### config.mk
export PLATFORM = sky130hd
export DESIGN_NAME = ctrl_endp
export DESIGN_NICKNAME = d
export VERILOG_FILES = /design/src/verilog/usb_ctrl_pkg.sv /design/src/verilog/descriptor_rom.sv /design/src/verilog/device_state_reg.sv /design/src/verilog/setup_decoder.sv /design/src/verilog/ctrl_transfer_fsm.sv /design/src/verilog/ctrl_endp.sv
export SDC_FILE = /design/constraint.sdc
export NUM_CORES = 1
export LEC_CHECK = 0
export ABC_AREA = 1
export ABC_CLOCK_PERIOD_IN_PS = 3100
export BUFFER_PORTS_ARGS = -buffer_cell sky130_fd_sc_hd__buf_4
export CAP_MARGIN = 20
export CELL_PAD_IN_SITES_DETAIL_PLACEMENT = 1
export CELL_PAD_IN_SITES_GLOBAL_PLACEMENT = 2
export CORE_ASPECT_RATIO = 0.9
export CORE_MARGIN = 8
export CORE_UTILIZATION = 36
export DETAILED_ROUTE_END_ITERATION = 6
export GPL_TIMING_DRIVEN = 0
export PLACE_DENSITY = 0.84
export SLEW_MARGIN = 20
export SYNTH_ARGS = -nofsm -noshare
export SYNTH_HDL_FRONTEND = slang
export SYNTH_SLANG_ARGS = --single-unit
### constraint.sdc
create_clock -name clk_i -period 3.1 [get_ports clk_i]
set_input_delay 0.155 -clock clk_i [delete_from_list [all_inputs] [get_ports clk_i]]
set_output_delay 0.155 -clock clk_i [all_outputs]
set_load 0.1 [all_outputs]
### src/verilog/usb_ctrl_pkg.sv
/* shared definitions for the endpoint 0 control logic
   request codes, device states, recipients and descriptor constants */
package usb_ctrl_pkg;

   // values follow the standard bRequest codes where one exists
   typedef enum logic [3:0] {
      GET_STATUS        = 4'd0,
      CLEAR_FEATURE     = 4'd1,
      SET_ADDRESS       = 4'd5,
      GET_DESCRIPTOR    = 4'd6,
      GET_CONFIGURATION = 4'd8,
      SET_CONFIGURATION = 4'd9,
      GET_DESC_DEVICE   = 4'd12,
      GET_DESC_CONFIG   = 4'd13,
      STD_PENDING       = 4'd14,  // standard type seen, bRequest not yet
      UNSUPPORTED       = 4'd15
   } req_e;

   typedef enum logic [1:0] {
      DEFAULT    = 2'd0,
      ADDRESS    = 2'd1,
      CONFIGURED = 2'd2
   } dev_state_e;

   // bmRequestType[1:0]
   typedef enum logic [1:0] {
      DEVICE    = 2'd0,
      INTERFACE = 2'd1,
      ENDPOINT  = 2'd2
   } rec_e;

   localparam logic [6:0]  DEV_DESCR_LEN   = 7'd18;
   localparam logic [6:0]  CONF_DESCR_LEN  = 7'd67;
   localparam logic [3:0]  SETUP_LEN       = 4'd8;

   localparam logic [15:0] VENDOR_ID       = 16'h1209;
   localparam logic [15:0] PRODUCT_ID      = 16'h5bf0;
   localparam logic [7:0]  CTRL_MAX_PACKET = 8'd8;
   localparam logic [7:0]  BULK_MAX_PACKET = 8'd64;

   localparam logic [3:0]  ENDP_BULK       = 4'd1;
   localparam logic [3:0]  ENDP_INT        = 4'd2;  // notification endpoint, IN only

endpackage

### src/verilog/descriptor_rom.sv
`timescale 1ns/1ns
/* descriptor ROM for the CDC-ACM function
   returns one byte of the device or configuration descriptor by index */
module descriptor_rom (
   input  usb_ctrl_pkg::req_e req_i,
   input  logic [6:0]         byte_idx_i,
   output logic [7:0]         desc_byte_o
);

   localparam logic [7:0] DEV_DESCR [18] = '{
      {1'b0, usb_ctrl_pkg::DEV_DESCR_LEN}, 8'h01,  // bLength, DEVICE
      8'h00, 8'h02,                                // bcdUSB 2.00
      8'h02, 8'h00, 8'h00,                         // CDC class, subclass, protocol
      usb_ctrl_pkg::CTRL_MAX_PACKET,
      usb_ctrl_pkg::VENDOR_ID[7:0], usb_ctrl_pkg::VENDOR_ID[15:8],
      usb_ctrl_pkg::PRODUCT_ID[7:0], usb_ctrl_pkg::PRODUCT_ID[15:8],
      8'h00, 8'h01,                                // bcdDevice 1.00
      8'h00, 8'h00, 8'h00,                         // no strings
      8'h01                                        // one configuration
   };

   localparam logic [7:0] CONF_DESCR [67] = '{
      // configuration, two interfaces, bus powered 100 mA
      8'h09, 8'h02, {1'b0, usb_ctrl_pkg::CONF_DESCR_LEN}, 8'h00,
      8'h02, 8'h01, 8'h00, 8'h80, 8'h32,
      // communication interface 0, ACM with AT commands
      8'h09, 8'h04, 8'h00, 8'h00, 8'h01, 8'h02, 8'h02, 8'h01, 8'h00,
      8'h05, 8'h24, 8'h00, 8'h10, 8'h01,  // header, CDC 1.10
      8'h04, 8'h24, 8'h02, 8'h00,         // ACM, no capabilities
      8'h05, 8'h24, 8'h06, 8'h00, 8'h01,  // union, master 0 slave 1
      8'h05, 8'h24, 8'h01, 8'h00, 8'h01,  // call management
      // notification endpoint, interrupt IN, 255 ms
      8'h07, 8'h05, {4'h8, usb_ctrl_pkg::ENDP_INT}, 8'h03, 8'h08, 8'h00, 8'hff,
      // data interface 1
      8'h09, 8'h04, 8'h01, 8'h00, 8'h02, 8'h0a, 8'h00, 8'h00, 8'h00,
      // bulk OUT then bulk IN
      8'h07, 8'h05, {4'h0, usb_ctrl_pkg::ENDP_BULK}, 8'h02,
      usb_ctrl_pkg::BULK_MAX_PACKET, 8'h00, 8'h00,
      8'h07, 8'h05, {4'h8, usb_ctrl_pkg::ENDP_BULK}, 8'h02,
      usb_ctrl_pkg::BULK_MAX_PACKET, 8'h00, 8'h00
   };

   always_comb begin
      desc_byte_o = 8'h00;
      case (req_i)
         usb_ctrl_pkg::GET_DESC_DEVICE:
            if (byte_idx_i < usb_ctrl_pkg::DEV_DESCR_LEN)
               desc_byte_o = DEV_DESCR[byte_idx_i[4:0]];
         usb_ctrl_pkg::GET_DESC_CONFIG:
            if (byte_idx_i < usb_ctrl_pkg::CONF_DESCR_LEN)
               desc_byte_o = CONF_DESCR[byte_idx_i];
         default: begin
            // other requests read nothing from here
         end
      endcase
   end

   // index rests at the length after the last byte went out
   always_comb begin
      if (req_i == usb_ctrl_pkg::GET_DESC_DEVICE)
         a_dev_idx: assert (byte_idx_i <= usb_ctrl_pkg::DEV_DESCR_LEN);
      if (req_i == usb_ctrl_pkg::GET_DESC_CONFIG)
         a_conf_idx: assert (byte_idx_i <= usb_ctrl_pkg::CONF_DESCR_LEN);
   end

endmodule

### src/verilog/device_state_reg.sv
`timescale 1ns/1ns
/* committed device address and state
   updated at the end of the status stage, also drives bulk toggle resets */
module device_state_reg (
   input  logic                     clk_i,
   input  logic                     rstn_i,
   input  logic                     commit_i,
   input  usb_ctrl_pkg::req_e       req_i,
   input  logic [7:0]               wvalue_i,
   input  logic                     endp_in_i,
   output logic [6:0]               addr_o,
   output usb_ctrl_pkg::dev_state_e dev_state_o,
   output logic                     in_toggle_reset_o,
   output logic                     out_toggle_reset_o
);

   logic set_cfg;
   logic clr_halt;

   assign set_cfg  = commit_i && (req_i == usb_ctrl_pkg::SET_CONFIGURATION);
   assign clr_halt = commit_i && (req_i == usb_ctrl_pkg::CLEAR_FEATURE);

   always_ff @(posedge clk_i or negedge rstn_i) begin
      if (!rstn_i) begin
         addr_o             <= 7'd0;
         dev_state_o        <= usb_ctrl_pkg::DEFAULT;
         in_toggle_reset_o  <= 1'b0;
         out_toggle_reset_o <= 1'b0;
      end else begin
         in_toggle_reset_o  <= set_cfg || (clr_halt && endp_in_i);  // one cycle pulses
         out_toggle_reset_o <= set_cfg || (clr_halt && !endp_in_i);
         if (commit_i && req_i == usb_ctrl_pkg::SET_ADDRESS) begin
            addr_o      <= wvalue_i[6:0];
            dev_state_o <= (wvalue_i[6:0] == 7'd0) ? usb_ctrl_pkg::DEFAULT
                                                   : usb_ctrl_pkg::ADDRESS;
         end else if (set_cfg) begin
            dev_state_o <= (wvalue_i == 8'd1) ? usb_ctrl_pkg::CONFIGURED
                                              : usb_ctrl_pkg::ADDRESS;
         end
      end
   end

   // the decoder and the sequencer must agree that the request was valid
   a_commit_valid: assert property (@(posedge clk_i) disable iff (!rstn_i)
      commit_i |-> req_i != usb_ctrl_pkg::UNSUPPORTED);

endmodule

### src/verilog/setup_decoder.sv
`timescale 1ns/1ns
/* setup packet decoder, collects the eight SETUP bytes
   and validates each field of the supported standard requests */
module setup_decoder (
   input  logic               clk_i,
   input  logic               rstn_i,
   input  logic               setup_i,
   input  logic               out_ready_i,
   input  logic               out_valid_i,
   input  logic [7:0]         out_data_i,
   output usb_ctrl_pkg::req_e req_o,
   output logic               in_dir_o,
   output logic [6:0]         length_o,
   output logic [7:0]         wvalue_o,
   output logic               endp_in_o,
   output logic               setup_done_o
);

   logic [3:0]         cnt_q, cnt_d;
   usb_ctrl_pkg::req_e req_q, req_d;
   usb_ctrl_pkg::rec_e rec_q, rec_d;
   logic               in_dir_q, in_dir_d;
   logic [6:0]         length_q, length_d;
   logic [7:0]         wvalue_q, wvalue_d;
   logic               endp_in_q, endp_in_d;
   logic               bad;      // current byte fails its check
   logic               endp_ok;  // wIndex names an existing endpoint

   assign endp_ok = out_data_i inside {8'h00, 8'h80, {4'h0, usb_ctrl_pkg::ENDP_BULK},
                                       {4'h8, usb_ctrl_pkg::ENDP_BULK},
                                       {4'h8, usb_ctrl_pkg::ENDP_INT}};

   assign req_o        = req_q;
   assign in_dir_o     = in_dir_q;
   assign length_o     = length_q;
   assign wvalue_o     = wvalue_q;
   assign endp_in_o    = endp_in_q;
   assign setup_done_o = (cnt_q == usb_ctrl_pkg::SETUP_LEN);

   always_ff @(posedge clk_i or negedge rstn_i) begin
      if (!rstn_i) begin
         cnt_q     <= 4'd0;
         req_q     <= usb_ctrl_pkg::UNSUPPORTED;
         rec_q     <= usb_ctrl_pkg::DEVICE;
         in_dir_q  <= 1'b0;
         length_q  <= 7'd0;
         wvalue_q  <= 8'h00;
         endp_in_q <= 1'b0;
      end else if (out_ready_i) begin
         cnt_q     <= cnt_d;
         req_q     <= req_d;
         rec_q     <= rec_d;
         in_dir_q  <= in_dir_d;
         length_q  <= length_d;
         wvalue_q  <= wvalue_d;
         endp_in_q <= endp_in_d;
      end
   end

   always_comb begin
      cnt_d     = cnt_q;
      req_d     = req_q;
      rec_d     = rec_q;
      in_dir_d  = in_dir_q;
      length_d  = length_q;
      wvalue_d  = wvalue_q;
      endp_in_d = endp_in_q;
      bad       = 1'b0;
      if (setup_i) begin
         cnt_d = 4'd0;
         req_d = usb_ctrl_pkg::UNSUPPORTED;  // a short packet stays unsupported
      end else if (out_valid_i) begin
         if (cnt_q != usb_ctrl_pkg::SETUP_LEN)
            cnt_d = cnt_q + 4'd1;
         case (cnt_q)
            4'd0: begin  // bmRequestType, class and vendor types stall
               in_dir_d = out_data_i[7];
               rec_d    = usb_ctrl_pkg::rec_e'(out_data_i[1:0]);
               req_d    = usb_ctrl_pkg::STD_PENDING;
               bad      = (out_data_i[6:2] != 5'd0) || (out_data_i[1:0] == 2'b11);
            end
            4'd1: begin  // bRequest
               req_d = usb_ctrl_pkg::req_e'(out_data_i[3:0]);
               if (req_q != usb_ctrl_pkg::STD_PENDING || out_data_i[7:4] != 4'd0) begin
                  bad = 1'b1;
               end else begin
                  case (out_data_i[3:0])
                     4'd0: bad = !in_dir_q;  // GET_STATUS
                     4'd1: bad = in_dir_q;   // CLEAR_FEATURE
                     4'd5, 4'd9: bad = in_dir_q || rec_q != usb_ctrl_pkg::DEVICE;
                     4'd6, 4'd8: bad = !in_dir_q || rec_q != usb_ctrl_pkg::DEVICE;
                     default: bad = 1'b1;
                  endcase
               end
            end
            4'd2: begin  // wValue low
               wvalue_d = out_data_i;
               case (req_q)
                  usb_ctrl_pkg::CLEAR_FEATURE:  // ENDPOINT_HALT only
                     bad = rec_q != usb_ctrl_pkg::ENDPOINT || out_data_i != 8'h00;
                  usb_ctrl_pkg::SET_ADDRESS: bad = out_data_i[7];
                  usb_ctrl_pkg::SET_CONFIGURATION: bad = out_data_i > 8'd1;
                  default: bad = out_data_i != 8'h00;
               endcase
            end
            4'd3: begin  // wValue high, descriptor type for GET_DESCRIPTOR
               if (req_q != usb_ctrl_pkg::GET_DESCRIPTOR)
                  bad = out_data_i != 8'h00;
               else if (out_data_i == 8'd1)
                  req_d = usb_ctrl_pkg::GET_DESC_DEVICE;
               else if (out_data_i == 8'd2)
                  req_d = usb_ctrl_pkg::GET_DESC_CONFIG;
               else
                  bad = 1'b1;
            end
            4'd4: begin  // wIndex low
               endp_in_d = out_data_i[7];
               case (req_q)
                  usb_ctrl_pkg::GET_STATUS:
                     bad = !((rec_q == usb_ctrl_pkg::DEVICE && out_data_i == 8'h00) ||
                             (rec_q == usb_ctrl_pkg::INTERFACE && out_data_i[7:1] == 7'd0) ||
                             (rec_q == usb_ctrl_pkg::ENDPOINT && endp_ok));
                  usb_ctrl_pkg::CLEAR_FEATURE:
                     bad = rec_q != usb_ctrl_pkg::ENDPOINT || !endp_ok;
                  default: bad = out_data_i != 8'h00;
               endcase
            end
            4'd5: bad = out_data_i != 8'h00;  // wIndex high
            4'd6: begin  // wLength low
               length_d = out_data_i[6:0];
               case (req_q)
                  usb_ctrl_pkg::GET_STATUS: bad = out_data_i != 8'd2;
                  usb_ctrl_pkg::GET_CONFIGURATION: bad = out_data_i != 8'd1;
                  usb_ctrl_pkg::GET_DESC_DEVICE,
                  usb_ctrl_pkg::GET_DESC_CONFIG:
                     if (out_data_i[7])
                        length_d = 7'h7f;
                  default: bad = out_data_i != 8'h00;
               endcase
            end
            4'd7: begin  // wLength high, clamp to the descriptor
               case (req_q)
                  usb_ctrl_pkg::GET_DESC_DEVICE:
                     if (out_data_i != 8'h00 || length_q > usb_ctrl_pkg::DEV_DESCR_LEN)
                        length_d = usb_ctrl_pkg::DEV_DESCR_LEN;
                  usb_ctrl_pkg::GET_DESC_CONFIG:
                     if (out_data_i != 8'h00 || length_q > usb_ctrl_pkg::CONF_DESCR_LEN)
                        length_d = usb_ctrl_pkg::CONF_DESCR_LEN;
                  default: bad = out_data_i != 8'h00;
               endcase
            end
            default: bad = 1'b1;  // ninth byte or later
         endcase
         if (bad)
            req_d = usb_ctrl_pkg::UNSUPPORTED;
      end
   end

   // eight bytes always end in a request the sequencer knows
   a_req_final: assert property (@(posedge clk_i) disable iff (!rstn_i)
      setup_done_o |-> !(req_q inside {usb_ctrl_pkg::STD_PENDING,
                                       usb_ctrl_pkg::GET_DESCRIPTOR}));

endmodule

### src/verilog/ctrl_transfer_fsm.sv
`timescale 1ns/1ns
/* control transfer sequencer for endpoint 0
   steps through setup, data, status and stall stages and counts IN bytes */
module ctrl_transfer_fsm (
   input  logic                     clk_i,
   input  logic                     rstn_i,
   input  logic                     setup_i,
   input  logic                     out_valid_i,
   input  logic                     out_err_i,
   input  logic                     out_ready_i,
   input  logic                     in_req_i,
   input  logic                     in_ready_i,
   input  usb_ctrl_pkg::req_e       req_i,
   input  logic                     in_dir_i,
   input  logic [6:0]               length_i,
   input  logic                     setup_done_i,
   input  logic [7:0]               desc_byte_i,
   input  usb_ctrl_pkg::dev_state_e dev_state_i,
   output logic                     stall_o,
   output logic [7:0]               in_data_o,
   output logic                     in_valid_o,
   output logic                     in_zlp_o,
   output logic [6:0]               byte_idx_o,
   output logic                     commit_o
);

   typedef enum logic [2:0] {
      ST_IDLE,
      ST_SETUP,
      ST_DATA,
      ST_STATUS,
      ST_STALL
   } state_e;

   state_e     state_q, state_d;
   logic [6:0] cnt_q, cnt_d;  // IN data bytes already sent

   assign stall_o    = (state_q == ST_STALL);
   assign byte_idx_o = cnt_q;
   // zlp of a no-data request taken by the host
   assign commit_o   = (state_q == ST_STATUS) && !in_dir_i && in_ready_i &&
                       !setup_i && !out_err_i;

   always_ff @(posedge clk_i or negedge rstn_i) begin
      if (!rstn_i) begin
         state_q <= ST_IDLE;
         cnt_q   <= 7'd0;
      end else if (in_ready_i || out_ready_i) begin  // SIE strobes pace everything
         state_q <= state_d;
         cnt_q   <= cnt_d;
      end
   end

   always_comb begin
      state_d    = state_q;
      cnt_d      = 7'd0;
      in_data_o  = 8'h00;
      in_valid_o = 1'b0;
      in_zlp_o   = 1'b0;
      if (out_err_i) begin
         if (state_q != ST_STALL)
            state_d = ST_IDLE;  // a stall survives until the next SETUP
      end else if (setup_i) begin
         state_d = ST_SETUP;
      end else begin
         case (state_q)
            ST_SETUP: begin
               if (!out_valid_i) begin  // end of the setup packet
                  if (!setup_done_i || req_i == usb_ctrl_pkg::UNSUPPORTED)
                     state_d = ST_STALL;
                  else if (!in_dir_i && length_i == 7'd0)
                     state_d = ST_STATUS;
                  else
                     state_d = ST_DATA;
               end
            end
            ST_DATA: begin
               if (!in_dir_i) begin  // no OUT data stage is supported
                  if (in_req_i)
                     state_d = ST_STALL;
                  else if (!out_valid_i)
                     state_d = ST_STATUS;
               end else begin
                  if (cnt_q == length_i) begin
                     state_d = in_req_i ? ST_STALL : ST_STATUS;  // host wants more
                  end else if (req_i == usb_ctrl_pkg::GET_CONFIGURATION &&
                               dev_state_i == usb_ctrl_pkg::DEFAULT) begin
                     state_d = ST_STALL;
                  end else begin
                     in_valid_o = 1'b1;
                     cnt_d      = in_req_i ? cnt_q + 7'd1 : cnt_q;
                     case (req_i)
                        usb_ctrl_pkg::GET_DESC_DEVICE,
                        usb_ctrl_pkg::GET_DESC_CONFIG:
                           in_data_o = desc_byte_i;
                        usb_ctrl_pkg::GET_CONFIGURATION:
                           in_data_o = {7'd0, dev_state_i == usb_ctrl_pkg::CONFIGURED};
                        default:
                           in_data_o = 8'h00;  // GET_STATUS
                     endcase
                  end
                  if (out_valid_i)
                     state_d = ST_STALL;
               end
            end
            ST_STATUS: begin
               if (!in_dir_i) begin
                  in_zlp_o   = 1'b1;
                  in_valid_o = 1'b1;
               end
               state_d = ST_IDLE;
            end
            default: begin
               // idle and stall wait for SETUP
            end
         endcase
      end
   end

   // IN data only for a request the decoder accepted
   a_in_data_request: assert property (@(posedge clk_i) disable iff (!rstn_i)
      (in_valid_o && !in_zlp_o) |-> req_i inside {usb_ctrl_pkg::GET_STATUS,
         usb_ctrl_pkg::GET_CONFIGURATION, usb_ctrl_pkg::GET_DESC_DEVICE,
         usb_ctrl_pkg::GET_DESC_CONFIG});

endmodule

### src/verilog/ctrl_endp.sv
`timescale 1ns/1ns
/* USB full-speed control endpoint 0 for a CDC-ACM device */
module ctrl_endp (
   input  logic       clk_i,
   input  logic       rstn_i,
   input  logic       setup_i,
   input  logic [7:0] out_data_i,
   input  logic       out_valid_i,
   input  logic       out_err_i,
   input  logic       out_ready_i,
   input  logic       in_req_i,
   input  logic       in_ready_i,
   output logic [6:0] addr_o,
   output logic       stall_o,
   output logic [7:0] in_data_o,
   output logic       in_valid_o,
   output logic       in_zlp_o,
   output logic       in_toggle_reset_o,
   output logic       out_toggle_reset_o
);

   usb_ctrl_pkg::req_e       req;
   usb_ctrl_pkg::dev_state_e dev_state;
   logic                     in_dir, endp_in, setup_done, commit;
   logic [6:0]               length, byte_idx;
   logic [7:0]               wvalue, desc_byte;

   setup_decoder setup_decoder_i (
      .clk_i, .rstn_i, .setup_i, .out_ready_i, .out_valid_i, .out_data_i,
      .req_o(req), .in_dir_o(in_dir), .length_o(length), .wvalue_o(wvalue),
      .endp_in_o(endp_in), .setup_done_o(setup_done));

   ctrl_transfer_fsm ctrl_transfer_fsm_i (
      .clk_i, .rstn_i, .setup_i, .out_valid_i, .out_err_i, .out_ready_i,
      .in_req_i, .in_ready_i, .req_i(req), .in_dir_i(in_dir), .length_i(length),
      .setup_done_i(setup_done), .desc_byte_i(desc_byte), .dev_state_i(dev_state),
      .stall_o, .in_data_o, .in_valid_o, .in_zlp_o, .byte_idx_o(byte_idx),
      .commit_o(commit));

   descriptor_rom descriptor_rom_i (
      .req_i(req), .byte_idx_i(byte_idx), .desc_byte_o(desc_byte));

   device_state_reg device_state_reg_i (
      .clk_i, .rstn_i, .commit_i(commit), .req_i(req), .wvalue_i(wvalue),
      .endp_in_i(endp_in), .addr_o, .dev_state_o(dev_state),
      .in_toggle_reset_o, .out_toggle_reset_o);

endmodule

==> flow_summary.ini <==
[layout]
filler_cell_count = 1421
postLayoutCellArea_um2 = 4460
finish.net_count = 662
layout-area-overhead-vs-synth_pct = 15.8
drive_gt1_frac = 0.129
n_antenna_cell = 0

[logic_synthesis]
synth_cell_types = 46
mappedNetlistNets = 621
synthesis.yosys.warnings = 0
ys_ff_latch = 48
syn_area_um2 = 3850
synth_edf_count = 0
cell_count_after_synthesis = 593
synth.yosys.seq_area_share = 0.313
most_used_flip_flop_cell_after_synthesis = sky130_fd_sc_hd__dfrtp_1
yosys-top-cells-area = sky130_fd_sc_hd__dfrtp_1, sky130_fd_sc_hd__nand2_1, sky130_fd_sc_hd__inv_1
post-synth-top-count-cell = sky130_fd_sc_hd__nand2_1
netlist.top_cell.by_area = sky130_fd_sc_hd__dfrtp_1
ys_top_cells_by_count = sky130_fd_sc_hd__nand2_1, sky130_fd_sc_hd__inv_1, sky130_fd_sc_hd__nor2_1, sky130_fd_sc_hd__o21ai_0, sky130_fd_sc_hd__dfrtp_1
share_of_the_synthesized_area_in_the_top_cell_type = 0.286
synth_async_sr_flop_share = 1.00
postSynthAreaPerCell_um2 = 6.49

[worst_setup_path]
worstSetupStartpointType = register
timing.setup.critical_path_class = register to output port
worst_setup_path_end_kind = output port
path_max_fanout = 8
reg2regPathDepth = 11
cp_data_required_time_ns = 2.94
cp_data_arrival_time_ns = 2.83

[cts]
cts_made_buffers = 5
ctsRootBufferMaster = sky130_fd_sc_hd__clkbuf_16
clock_sink_count = 48
cts_tree = yes
clock_latency_ns = 0.30
cts.clk_slew.worst_paths_ns = 0.07
clockBufferDepth = 2
maximum_level_of_the_cts_h_tree = 2

[sta]
worst_slew_margin_rel = 0.565
grt_setup_unrepaired = no
min_period_ns = 2.99
fin_crit_sh = 0.964
tightestPinTransition_ns = 0.652
skew_ns = 0.00495
timing_hold_violations_final = 0
setup_violations_final = 0
timing.fmax_mhz = 335
final_max_slew_viol_count = 0
tns_ns = 0

[floorplanning]
core-area_um2 = 10600
placement_rows = 36
fp.dieW_um = 125
floorplan.die_area_um2 = 14300
ioPinCount = 36
die_height_um = 114
starting_density_of_the_core = 0.362

[detailed_routing]
post_drt_wl_per_cell_um = 17.7
remaining_drc_errors = 0
wl_um = 13600
dr.pass1.iters = 4
drtAntennaViolNets = 0
drt-initial-drc-count = 203
detail_route.vias_per_cell = 5.36
detailroute.via_count = 4119

[grt]
grt_util_all_layers = 0.197
first_global_vias = 4341
grt_start_max_net_pins = 49
grt_pass1_wl_um = 22500
antenna_found_initial = 0
grt_overflow = 0

[placed_design]
placed_area_um2 = 4280
count_of_port_buffers_added_during_placement = 33
detailed_place_hpwl_um = 10900
finalWeightedCongestion = 0.868

[job]
maxCapViolCount = 0

[min_path]
hold-path-cell-count = 4
min-delay-path-class = input port to register

[power]
totalPowerFinal_w = 0.00223
ir_worst_vdd_v = 0.000288
power_density_nw_per_um2 = 499
leakagePower_nw = 2.15

[status]
run_status = finished, final reports clean
-- layout make-up --
class	count	area [µm²]	share of cell area
multi-input cells	451	2290	0.514
well taps	133	166	0.0373
inverters	80	302	0.0677
repair buffers	34	258	0.0578
clock inverters	2	35.0	0.00786
flip-flops and latches	48	1210	0.271
plain buffers	14	68.8	0.0154
clock buffers	6	129	0.0289
-- power by group --
part	switching (W)	internal, W
registers	0.000149	0.000755
clock network	0.000245	0.000380
logic	0.000460	0.000237
-- flip-flops by register name, indices dropped and copies added (netlist names), 3 cells and up --
signal	cells
ctrl_transfer_fsm_i.byte_idx_o	7
ctrl_transfer_fsm_i.state_q	3
device_state_reg_i.addr_o	7
setup_decoder_i.cnt_q	4
setup_decoder_i.length_o	7
setup_decoder_i.req_o	4
setup_decoder_i.wvalue_o	8
-- through the flow --
step	utilization	setup WS [ns]	cells	hold slack [ns]
2_1_floorplan	-	0.00679	593	-0.141
3_3_place_gp	0.402	0.536	759	0.223
3_5_place_dp	0.402	0.476	759	0.237
4_1_cts	0.419	0.123	768	0.118
5_1_grt	0.419	0.0244	768	0.155
6_report	0.419	0.113	768	0.124
-- logic make-up (layout without fill, tap and decap cells) --
| logic type | Yosys count | count (layout) | synth area share |
|---|---|---|---|
| buffers and inverters | 94 | 136 | 0.0962 |
| and+or+nand+nor | 315 | 315 | 0.362 |
| adders and majority gates | 12 | 12 | 0.0390 |
| AOI/OAI and AO/OA | 117 | 117 | 0.174 |
| DFF | 48 | 48 | 0.313 |
| xor gates and xnor gates | 7 | 7 | 0.0159 |
-- cell usage in the layout (no fill, tap or decap), types with 2 or more instances in the layout --
master | netlist | routed
sky130_fd_sc_hd__clkinv_2 | 1 | 2
sky130_fd_sc_hd__nor3_1 | 10 | 9
sky130_fd_sc_hd__clkbuf_1 | 6 | 7
sky130_fd_sc_hd__buf_2 | 6 | 6
sky130_fd_sc_hd__xnor2_1 | 3 | 3
sky130_fd_sc_hd__xor2_1 | 4 | 4
sky130_fd_sc_hd__a22oi_1 | 2 | 2
sky130_fd_sc_hd__nor2_1 | 68 | 66
sky130_fd_sc_hd__dfrtp_1 | 44 | 44
sky130_fd_sc_hd__buf_4 | 0 | 33
sky130_fd_sc_hd__nor3_2 | 1 | 2
sky130_fd_sc_hd__nand2_4 | 2 | 2
sky130_fd_sc_hd__a31oi_1 | 3 | 3
sky130_fd_sc_hd__dfstp_2 | 4 | 4
sky130_fd_sc_hd__o211ai_1 | 6 | 6
sky130_fd_sc_hd__a211oi_1 | 2 | 2
sky130_fd_sc_hd__o22ai_1 | 4 | 4
sky130_fd_sc_hd__a221oi_1 | 2 | 2
sky130_fd_sc_hd__inv_2 | 4 | 4
sky130_fd_sc_hd__nand2_1 | 156 | 156
sky130_fd_sc_hd__a21oi_1 | 31 | 30
sky130_fd_sc_hd__ha_1 | 12 | 12
sky130_fd_sc_hd__nor4_1 | 6 | 6
sky130_fd_sc_hd__nand3_1 | 39 | 39
sky130_fd_sc_hd__nor2_4 | 2 | 2
sky130_fd_sc_hd__or2_2 | 2 | 2
sky130_fd_sc_hd__inv_1 | 75 | 75
sky130_fd_sc_hd__nor2_2 | 4 | 6
sky130_fd_sc_hd__clkbuf_16 | 0 | 5
sky130_fd_sc_hd__nand4_1 | 14 | 14
sky130_fd_sc_hd__a32oi_1 | 2 | 2
sky130_fd_sc_hd__o221ai_1 | 4 | 4
sky130_fd_sc_hd__o21ai_0 | 54 | 54
sky130_fd_sc_hd__nand2_2 | 6 | 6
-- final timing paths --
check                                                  startpoint                           endpoint  slack, ns
worst max-delay path            ctrl_transfer_fsm_i.byte_idx_o[0]                       in_data_o[0]       0.11
worst min-delay path                                    out_err_i     ctrl_transfer_fsm_i.state_q[0]       0.12
worst max register to register           setup_decoder_i.req_o[3]  ctrl_transfer_fsm_i.byte_idx_o[5]       0.87
worst min register to register       device_state_reg_i.addr_o[2]       device_state_reg_i.addr_o[2]       0.48
max in group asynchronous                                  rstn_i       device_state_reg_i.addr_o[1]       2.24
min in group asynchronous                                  rstn_i           setup_decoder_i.in_dir_o       0.42
-- timing repair --
| item | CTS | global route |
|---|---|---|
| setup buffers | 0 | 0 |
| resized for setup | 0 | 2 |
| hold buffers | 1 | 0 |
| hold endpoints to repair | 44 | 0 |
| setup endpoints to repair | 0 | 2 |
-- per-layer routing --
metal | vias up | wire length [µm] | global-route usage
li1 | 2044 | - | -
met1 | 1982 | 6690 | 0.267
met2 | 77 | 6110 | 0.313
met3 | 16 | 597 | 0.0363
met4 | 0 | 210 | 0.0567
met5 | - | 0 | 0
-- critical path, stage by stage, from the launching register on --
cell and delay, ns:
sky130_fd_sc_hd__dfrtp_1 0.44, sky130_fd_sc_hd__buf_2 0.26, sky130_fd_sc_hd__inv_1 0.13, sky130_fd_sc_hd__ha_1 0.42, sky130_fd_sc_hd__nor2_1 0.23, sky130_fd_sc_hd__nor2_2 0.11
sky130_fd_sc_hd__o21ai_0 0.09, sky130_fd_sc_hd__a21oi_1 0.09, sky130_fd_sc_hd__o21ai_0 0.18, sky130_fd_sc_hd__nand3_1 0.12, sky130_fd_sc_hd__a21oi_2 0.15, sky130_fd_sc_hd__buf_4 0.30
(Power assumes the default switching activity.)
